[config.mk]
export PLATFORM = sky130hd
export DESIGN_NAME = aib_link_top
export DESIGN_NICKNAME = d
export VERILOG_FILES = /design/src/common/aib_pkg.sv /design/src/aib/aib_tx_gearbox.sv /design/src/aib/aib_rx_aligner.sv /design/src/aib/aib_csr.sv /design/src/aib/aib_model_top.sv /design/src/hdl/aib_link_top.sv
export SDC_FILE = /design/constraint.sdc
export NUM_CORES = 1
export LEC_CHECK = 0
export BUFFER_PORTS_ARGS = -buffer_cell sky130_fd_sc_hd__buf_4
export CAP_MARGIN = 40
export CORE_ASPECT_RATIO = 0.75
export CORE_MARGIN = 2
export CORE_UTILIZATION = 56
export CTS_BUF_LIST = sky130_fd_sc_hd__clkbuf_8 sky130_fd_sc_hd__clkbuf_16
export DETAILED_ROUTE_END_ITERATION = 12
export PLACE_DENSITY = 0.88
export SLEW_MARGIN = 0
export SYNTH_ARGS = -nofsm -noshare
export SYNTH_HDL_FRONTEND = slang
export SYNTH_SLANG_ARGS = --single-unit
[constraint.sdc]
create_clock -name fwd_clk -period 11.7 [get_ports fwd_clk]
set_clock_uncertainty 0.1 [all_clocks]
set_input_delay 0.585 -clock fwd_clk [delete_from_list [all_inputs] [get_ports fwd_clk]]
set_output_delay 0.585 -clock fwd_clk [all_outputs]
set_load 0.05 [all_outputs]
[src/common/aib_pkg.sv]
package aib_pkg;

   // --------------------------------------------------
   // Link widths
   // --------------------------------------------------

   // One half word on the die-to-die link
   localparam int AIB_HALF_W = 40;

   // Marker on top, valid just below
   localparam int AIB_MARK_BIT  = AIB_HALF_W - 1;
   localparam int AIB_VALID_BIT = AIB_HALF_W - 2;

   // Payload left in a half word
   localparam int AIB_PAYLOAD_W = AIB_HALF_W - 2;

   // Two payload halves per user word
   localparam int AIB_WORD_W = 2 * AIB_PAYLOAD_W;

   typedef logic [AIB_HALF_W-1:0]    aib_half_t;
   typedef logic [AIB_PAYLOAD_W-1:0] aib_payload_t;
   typedef logic [AIB_WORD_W-1:0]    aib_word_t;

   // --------------------------------------------------
   // Register bus
   // --------------------------------------------------

   typedef logic [1:0]  aib_reg_addr_t;
   typedef logic [31:0] aib_reg_data_t;

   // Register map
   localparam aib_reg_addr_t AIB_REG_CTRL   = 2'd0;
   localparam aib_reg_addr_t AIB_REG_STATUS = 2'd1;
   localparam aib_reg_addr_t AIB_REG_LOSS   = 2'd2;
   localparam aib_reg_addr_t AIB_REG_RXCNT  = 2'd3;

   // Avalon-MM style request, one-cycle strobes
   typedef struct packed {
      logic          write;
      logic          read;
      aib_reg_addr_t address;
      aib_reg_data_t writedata;
   } aib_avmm_req_t;

   // Receive aligner FSM
   typedef enum logic [1:0] {
      align_hunt,
      align_verify,
      align_locked
   } aib_align_state_t;

endpackage

[src/aib/aib_tx_gearbox.sv]
module aib_tx_gearbox
(
   input  logic               fwd_clk,
   input  logic               reset,
   input  logic               tx_en,
   input  logic               tx_valid,
   input  aib_pkg::aib_word_t tx_data,
   output aib_pkg::aib_half_t tx_half
);

   // Local shorthands for the half word layout
   localparam int MARK = aib_pkg::AIB_MARK_BIT;
   localparam int VLD  = aib_pkg::AIB_VALID_BIT;
   localparam int PW   = aib_pkg::AIB_PAYLOAD_W;
   localparam int WW   = aib_pkg::AIB_WORD_W;

   // Phase 0 on the first cycle out of reset
   logic phase;

   // Sampled word, both halves kept until sent
   aib_pkg::aib_word_t word_q;
   logic               word_vld;

   // Next half word on the link
   aib_pkg::aib_half_t half_nxt;

   // --------------------------------------------------
   // Phase and word capture
   // --------------------------------------------------

   always_ff @(posedge fwd_clk)
   begin
      if (reset)
         phase <= 1'b0;
      else
         phase <= ~phase;
   end

   // Valid only updates on phase 0, cleared while disabled
   always_ff @(posedge fwd_clk)
   begin
      if (reset)
         word_vld <= 1'b0;
      else if (!tx_en)
         word_vld <= 1'b0;
      else if (!phase)
         word_vld <= tx_valid;
   end

   // Payload, old high half still read on this same edge
   always_ff @(posedge fwd_clk)
   begin
      if (!phase && tx_en && tx_valid)
         word_q <= tx_data;
   end

   // --------------------------------------------------
   // Half word select
   // --------------------------------------------------

   always_comb
   begin
      half_nxt = '0;
      // Disabled link sends zeros, markers stop alternating
      if (tx_en)
      begin
         // Phase 1 edge sends the low half with marker set
         half_nxt[MARK] = phase;
         half_nxt[VLD]  = word_vld;
         if (word_vld)
            half_nxt[PW-1:0] = phase ? word_q[PW-1:0] : word_q[WW-1:PW];
      end
   end

   always_ff @(posedge fwd_clk)
   begin
      if (reset)
         tx_half <= '0;
      else
         tx_half <= half_nxt;
   end

endmodule

[src/aib/aib_rx_aligner.sv]
module aib_rx_aligner
#(
   parameter int LOCK_COUNT = 4
)
(
   input  logic               fwd_clk,
   input  logic               reset,
   input  logic               rx_en,
   input  aib_pkg::aib_half_t rx_half,
   output logic               lock,
   output logic               lock_loss,
   output logic               rx_valid,
   output aib_pkg::aib_word_t rx_data
);

   localparam int MARK  = aib_pkg::AIB_MARK_BIT;
   localparam int VLD   = aib_pkg::AIB_VALID_BIT;
   localparam int PW    = aib_pkg::AIB_PAYLOAD_W;
   // Wide enough to hold LOCK_COUNT
   localparam int CNT_W = $clog2(LOCK_COUNT + 1);

   // Input register
   aib_pkg::aib_half_t rx_q;

   // Marker seen one cycle earlier
   logic last_mark;
   logic mark_ok;

   aib_pkg::aib_align_state_t state;
   logic [CNT_W-1:0]          verify_cnt;

   // First half waiting for its partner
   aib_pkg::aib_payload_t first_q;
   logic                  first_vld;

   logic deliver;

   always_ff @(posedge fwd_clk)
   begin
      if (reset)
      begin
         rx_q      <= '0;
         last_mark <= 1'b0;
      end
      else
      begin
         rx_q      <= rx_half;
         last_mark <= rx_q[MARK];
      end
   end

   // Correct when marker flips from the last half
   assign mark_ok = rx_q[MARK] ^ last_mark;

   // --------------------------------------------------
   // Marker lock FSM
   // --------------------------------------------------

   always_ff @(posedge fwd_clk)
   begin
      if (reset)
      begin
         state      <= aib_pkg::align_hunt;
         verify_cnt <= '0;
         lock_loss  <= 1'b0;
      end
      else
      begin
         lock_loss <= 1'b0;
         case (state)
            aib_pkg::align_hunt:
            begin
               verify_cnt <= '0;
               // A first half starts verification
               if (rx_q[MARK])
                  state <= aib_pkg::align_verify;
            end
            aib_pkg::align_verify:
            begin
               if (!mark_ok)
               begin
                  state      <= aib_pkg::align_hunt;
                  verify_cnt <= '0;
               end
               else if (verify_cnt == CNT_W'(LOCK_COUNT - 1))
                  state <= aib_pkg::align_locked;
               else
                  verify_cnt <= verify_cnt + 1'b1;
            end
            aib_pkg::align_locked:
            begin
               // One wrong marker is enough to drop lock
               if (!mark_ok)
               begin
                  state     <= aib_pkg::align_hunt;
                  lock_loss <= 1'b1;
               end
            end
            default:
               state <= aib_pkg::align_hunt;
         endcase
      end
   end

   assign lock = (state == aib_pkg::align_locked);

   // --------------------------------------------------
   // Word reassembly
   // --------------------------------------------------

   // Valid flag consumed by the next half either way
   always_ff @(posedge fwd_clk)
   begin
      if (reset)
         first_vld <= 1'b0;
      else
         first_vld <= rx_q[MARK] & rx_q[VLD];
   end

   always_ff @(posedge fwd_clk)
   begin
      if (rx_q[MARK])
         first_q <= rx_q[PW-1:0];
   end

   // Second half in place, partner held, delivery allowed
   assign deliver = lock && mark_ok && !rx_q[MARK] && rx_q[VLD] && first_vld && rx_en;

   always_ff @(posedge fwd_clk)
   begin
      if (reset)
         rx_valid <= 1'b0;
      else
         rx_valid <= deliver;
   end

   // High half on top
   always_ff @(posedge fwd_clk)
   begin
      if (deliver)
         rx_data <= {rx_q[PW-1:0], first_q};
   end

endmodule

[src/aib/aib_csr.sv]
module aib_csr
(
   input  logic                   fwd_clk,
   input  logic                   reset,
   input  aib_pkg::aib_avmm_req_t avmm_req,
   input  logic                   lock,
   input  logic                   lock_loss,
   input  logic                   rx_valid,
   output aib_pkg::aib_reg_data_t avmm_readdata,
   output logic                   avmm_readdatavalid,
   output logic                   tx_en,
   output logic                   rx_en
);

   // bit0 tx_en, bit1 rx_en
   logic [1:0] ctrl;

   // Saturating event counters
   aib_pkg::aib_reg_data_t loss_cnt;
   aib_pkg::aib_reg_data_t rx_cnt;

   // Write decode
   logic wr_ctrl;
   logic wr_loss;
   logic wr_rxcnt;

   // Read mux output
   aib_pkg::aib_reg_data_t rd_mux;

   assign wr_ctrl  = avmm_req.write && (avmm_req.address == aib_pkg::AIB_REG_CTRL);
   assign wr_loss  = avmm_req.write && (avmm_req.address == aib_pkg::AIB_REG_LOSS);
   assign wr_rxcnt = avmm_req.write && (avmm_req.address == aib_pkg::AIB_REG_RXCNT);

   // --------------------------------------------------
   // Control and counters
   // --------------------------------------------------

   always_ff @(posedge fwd_clk)
   begin
      if (reset)
         ctrl <= '0;
      else if (wr_ctrl)
         ctrl <= avmm_req.writedata[1:0];
   end

   assign tx_en = ctrl[0];
   assign rx_en = ctrl[1];

   // Any write clears, the clear wins over a same-cycle event
   always_ff @(posedge fwd_clk)
   begin
      if (reset)
         loss_cnt <= '0;
      else if (wr_loss)
         loss_cnt <= '0;
      else if (lock_loss && (loss_cnt != '1))
         loss_cnt <= loss_cnt + 1'b1;
   end

   always_ff @(posedge fwd_clk)
   begin
      if (reset)
         rx_cnt <= '0;
      else if (wr_rxcnt)
         rx_cnt <= '0;
      else if (rx_valid && (rx_cnt != '1))
         rx_cnt <= rx_cnt + 1'b1;
   end

   // --------------------------------------------------
   // Readback, one cycle latency
   // --------------------------------------------------

   always_comb
   begin
      case (avmm_req.address)
         aib_pkg::AIB_REG_CTRL:   rd_mux = {30'b0, ctrl};
         aib_pkg::AIB_REG_STATUS: rd_mux = {31'b0, lock};
         aib_pkg::AIB_REG_LOSS:   rd_mux = loss_cnt;
         default:                 rd_mux = rx_cnt;
      endcase
   end

   always_ff @(posedge fwd_clk)
   begin
      if (reset)
         avmm_readdatavalid <= 1'b0;
      else
         avmm_readdatavalid <= avmm_req.read;
   end

   always_ff @(posedge fwd_clk)
   begin
      if (avmm_req.read)
         avmm_readdata <= rd_mux;
   end

endmodule

[src/aib/aib_model_top.sv]
module aib_model_top
#(
   parameter int LOCK_COUNT = 4
)
(
   input  logic                   fwd_clk,
   input  logic                   reset,
   // Register bus
   input  aib_pkg::aib_avmm_req_t avmm_req,
   output aib_pkg::aib_reg_data_t avmm_readdata,
   output logic                   avmm_readdatavalid,
   // User transmit side
   input  logic                   tx_valid,
   input  aib_pkg::aib_word_t     tx_data,
   // User receive side
   output logic                   rx_valid,
   output aib_pkg::aib_word_t     rx_data,
   // Die-to-die link
   input  aib_pkg::aib_half_t     rx_half,
   output aib_pkg::aib_half_t     tx_half
);

   // Enables from the control register
   logic tx_en;
   logic rx_en;

   // Aligner status into the register block
   logic lock;
   logic lock_loss;

   // --------------------------------------------------
   // Transmit path
   // --------------------------------------------------

   aib_tx_gearbox i_tx_gearbox
   (
      .fwd_clk  (fwd_clk),
      .reset    (reset),
      .tx_en    (tx_en),
      .tx_valid (tx_valid),
      .tx_data  (tx_data),
      .tx_half  (tx_half)
   );

   // --------------------------------------------------
   // Receive path
   // --------------------------------------------------

   aib_rx_aligner #(.LOCK_COUNT(LOCK_COUNT)) i_rx_aligner
   (
      .fwd_clk   (fwd_clk),
      .reset     (reset),
      .rx_en     (rx_en),
      .rx_half   (rx_half),
      .lock      (lock),
      .lock_loss (lock_loss),
      .rx_valid  (rx_valid),
      .rx_data   (rx_data)
   );

   // Registers, also count delivered words
   aib_csr i_csr
   (
      .fwd_clk            (fwd_clk),
      .reset              (reset),
      .avmm_req           (avmm_req),
      .lock               (lock),
      .lock_loss          (lock_loss),
      .rx_valid           (rx_valid),
      .avmm_readdata      (avmm_readdata),
      .avmm_readdatavalid (avmm_readdatavalid),
      .tx_en              (tx_en),
      .rx_en              (rx_en)
   );

endmodule

[src/hdl/aib_link_top.sv]
module aib_link_top
#(
   parameter int LOCK_COUNT = 4
)
(
   input  logic                   fwd_clk,
   input  logic                   reset,
   // Master channel
   input  aib_pkg::aib_avmm_req_t ms1_avmm_req,
   input  logic                   ms1_tx_valid,
   input  aib_pkg::aib_word_t     ms1_tx_data,
   output aib_pkg::aib_reg_data_t ms1_avmm_readdata,
   output logic                   ms1_avmm_readdatavalid,
   output logic                   ms1_rx_valid,
   output aib_pkg::aib_word_t     ms1_rx_data,
   // Slave channel
   input  aib_pkg::aib_avmm_req_t sl1_avmm_req,
   input  logic                   sl1_tx_valid,
   input  aib_pkg::aib_word_t     sl1_tx_data,
   output aib_pkg::aib_reg_data_t sl1_avmm_readdata,
   output logic                   sl1_avmm_readdatavalid,
   output logic                   sl1_rx_valid,
   output aib_pkg::aib_word_t     sl1_rx_data
);

   // Crossed link wires
   aib_pkg::aib_half_t ms1_tx_half;
   aib_pkg::aib_half_t sl1_tx_half;

   // Master, receives the slave's half words
   aib_model_top #(.LOCK_COUNT(LOCK_COUNT)) dut_master1
   (
      .fwd_clk            (fwd_clk),
      .reset              (reset),
      .avmm_req           (ms1_avmm_req),
      .avmm_readdata      (ms1_avmm_readdata),
      .avmm_readdatavalid (ms1_avmm_readdatavalid),
      .tx_valid           (ms1_tx_valid),
      .tx_data            (ms1_tx_data),
      .rx_valid           (ms1_rx_valid),
      .rx_data            (ms1_rx_data),
      .rx_half            (sl1_tx_half),
      .tx_half            (ms1_tx_half)
   );

   // Slave, same model on the other die
   aib_model_top #(.LOCK_COUNT(LOCK_COUNT)) dut_slave1
   (
      .fwd_clk            (fwd_clk),
      .reset              (reset),
      .avmm_req           (sl1_avmm_req),
      .avmm_readdata      (sl1_avmm_readdata),
      .avmm_readdatavalid (sl1_avmm_readdatavalid),
      .tx_valid           (sl1_tx_valid),
      .tx_data            (sl1_tx_data),
      .rx_valid           (sl1_rx_valid),
      .rx_data            (sl1_rx_data),
      .rx_half            (ms1_tx_half),
      .tx_half            (sl1_tx_half)
   );

endmodule

==> metrics.csv <==
stage,metric,value,unit
yosys,Post-Syn Nets,2178,
worst_setup_path,CP Launch Type,flop,
clock_network,CTS root buffer,clkbuf_16,
clock_network,Worst-Skew Late Latency,0.61,ns
yosys,post-synth top area share,49.2,%
sta,RSZ-0062 raised after global routing,false,
floorplanning,die area,0.0502,mm^2
yosys,most frequent cells after synthesis,"edfxtp_1, dfxtp_1, nor2_1",
clock_network,clock transition at the registers of the reported paths,0.07,ns
route,WL/cell,20.8,um
sta,Fmax,378,MHz
floorplanning,Die H,194,um
sta,Least-Margin Pin Slew,0.792,ns
sta,worst setup margin,9.05,ns
final_layout,filler cell count,2984,
worst_setup_path,"slowest stage delay, CP",0.67,ns
job,max cap viols,0,
yosys,post-synth top area cell,edfxtp_1,
global_route,global-route wire length before repair,97600,um
global_route,number of global-route vias before repair,17200,
final_layout,ANT cells,0,
global_route,pin count of the biggest net entering global routing,61,
final_layout,fin nets,2577,
sta,Slew HR,47.2,%
yosys,Yosys warnings,0,
yosys,"Seq/Total Area, Yosys",72.6,%
placed_design,detailed placement HPWL,41600,um
placed_design,gpl congestion,0.885,
clock_network,CTS Buf Count,69,
route,Post-DRT Antenna Nets,0,
worst_setup_path,Crit path max-delay family,simple AND/OR/NAND/NOR gates,
worst_setup_path,top fanout value on the critical path,24,
floorplanning,core area,0.0476,mm^2
yosys,"EDFF count, synth",444,
floorplanning,die width,258,um
yosys,"count leader, synth",edfxtp_1,
yosys,top post-synthesis cells by area,"edfxtp_1, dfxtp_1, mux2i_1",
floorplanning,num ports,448,
floorplanning,# rows,69,
placed_design,Placement Setup Slack,9.12,ns
worst_setup_path,crit path DAT,3.03,ns
worst_setup_path,Slowest cell on crit path,or4_1,
route,vias post-DR,17400,
clock_network,PostCTS Resize Cnt,0,
pwr,Leak,12.0,nW
pwr,Tot Pwr,5.26,mW
global_route,initial antenna violation count,0,
sta,setup violators final,0,
clock_network,"Setup Fix Bufs, Post-CTS",0,
yosys,Seq cells post-synth,760,
route,initial drt markers,1466,
sta,final period utilization,22.6,%
sta,"Slew Viols, Final",0,
worst_setup_path,WP buf/inv,1,
sta,endpoints failing hold,0,
worst_setup_path,CP Class,reg2reg,
global_route,GRT Total Usage,25.0,%
clock_network,htree depth,3,
final_layout,Area Overhead vs Synth,22.1,%
sta,Sum Neg Setup Slack,0,ns
yosys,ys async rst share,0,%
outcome,status,finished clean,
worst_setup_path,CP Data Required Time,12.08,ns
clock_network,CTS tree,yes,
route,final WL,63300,um
hold_path,Hold WC Path Type,in2reg,
placed_design,port buffer count,387,
floorplanning,Initial Util,56.9,%
yosys,synthesized area,0.0271,mm^2
route,Pre-Repair DR Iteration Count,5,
sta,post-layout minimum cycle time,2.65,ns
final_layout,layout cells sized above 1,23.0,%
yosys,Synth cell types,65,
global_route,Congestion Overflow GR,0,
worst_setup_path,"critical path, cell by cell","nand4_1, or4_1, o31ai_4, buf_8, or3_1, a21oi_1",
yosys,top_reg_cell synth,edfxtp_1,
clock_network,Clock Path Buffers,3,
worst_setup_path,Critical Path Sink Type,flop,
yosys,Mean Syn Cell Area,14.0,um^2
pwr,Max VDD drop,141,uV
route,detailed-route DRC error count,0,
clock_network,Hold Buf Count CTS,0,
yosys,Mapped Cells,1941,
pwr,power per cell area,159,mW/mm^2
clock_network,TritonCTS Sinks,760,
route,drt via density,5.74,
## stage by stage
| step | hold slack, ns | instances | utilization, % | area, um^2 |
|---|---|---|---|---|
| 3_5_place_dp | 0.305 | 2908 | 64.7 | 30800 |
| 3_3_place_gp | 0.301 | 2899 | 64.3 | 30600 |
| 5_1_grt | 0.0124 | 3035 | 69.5 | 33100 |
| 2_1_floorplan | 0.300 | 1941 | - | 27100 |
| 6_report | 0.0445 | 3035 | 69.5 | 33100 |
| 4_1_cts | 0.0122 | 3035 | 69.5 | 33100 |
## path summary, 6_finish.rpt
kind / slack, ns / depth (start not counted) / startpoint / to
worst min-delay path: 0.04 / 1 / sl1_tx_data[29] / dut_slave1.i_tx_gearbox.word_q[29]
worst max-delay path: 9.05 / 6 / dut_slave1.i_csr.rx_cnt[17] / dut_slave1.i_csr.rx_cnt[10]
worst max register to register: 9.05 / 6 / dut_slave1.i_csr.rx_cnt[17] / dut_slave1.i_csr.rx_cnt[10]
worst min register to register: 0.30 / 0 / dut_master1.i_rx_aligner.first_q[23] / dut_master1.i_rx_aligner.rx_data[23]
## power breakdown
group          total, mW  leakage [nW]  internal [mW]  switching [mW]
sequential          2.83          6.44           2.83         0.00568
clock               2.26          1.21           1.27           0.986
combinational      0.169          4.33         0.0707          0.0978
total               5.26          12.0           4.17            1.09
## per-layer routing
| metal | wire length, um | global-route usage [%] |
|---|---|---|
| met1 | 24800 | 32.0 |
| met2 | 32300 | 42.7 |
| met3 | 4340 | 5.18 |
| met4 | 1840 | 8.07 |
| met5 | 0 | 0 |
## state kept, by name, summed over array words and instances, names as in the netlist, 3 cells and up
name,cells
dut_master1.i_rx_aligner.rx_data,76
dut_master1.i_tx_gearbox.word_q,76
dut_slave1.i_rx_aligner.rx_data,76
dut_slave1.i_tx_gearbox.word_q,76
dut_master1.i_rx_aligner.rx_q,40
dut_master1.i_tx_gearbox.tx_half,40
dut_slave1.i_rx_aligner.rx_q,40
dut_slave1.i_tx_gearbox.tx_half,40
dut_master1.i_rx_aligner.first_q,38
dut_slave1.i_rx_aligner.first_q,38
dut_master1.i_csr.avmm_readdata,32
dut_master1.i_csr.loss_cnt,32
dut_master1.i_csr.rx_cnt,32
dut_slave1.i_csr.avmm_readdata,32
dut_slave1.i_csr.loss_cnt,32
dut_slave1.i_csr.rx_cnt,32
dut_master1.i_rx_aligner.verify_cnt,3
dut_slave1.i_rx_aligner.verify_cnt,3
## cell usage in the layout (no fill, tap or decap), types with 24 or more instances in the layout
master     netlist  layout
clkbuf_16        0      73
or3_1           47      47
nand4_1         39      39
edfxtp_1       444     444
inv_1           20      41
or4_1           27      27
o21ai_0         46      46
nor2_1         152     152
dfxtp_1        316     312
a21oi_1         76      76
nor2b_1        151     151
nand3_1         47      47
buf_4            2     405
nand2_1         84      84
xnor2_1         24      24
mux2i_1        149     149
## cell type report
type	count	area, um^2	area share (%)
repair buffers	411	3180	9.62
clock buffers	79	1910	5.77
well taps	639	800	2.42
flip-flops and latches	760	19700	59.5
clock inverters	48	400	1.21
inverters	20	75.1	0.227
multi-input cells	1078	7050	21.3
## cells by family after synthesis
kind of cell             synth area share, %
AO/OA/AOI/OAI                           5.03
XOR/XNOR                                1.23
adder cells (fa/ha/maj)                0.416
buffers and inverters                   1.50
flip-flops                              72.6
multiplexers                            5.80
AND/OR/NAND/NOR                         13.5
Power figures use the tool's default switching activity.
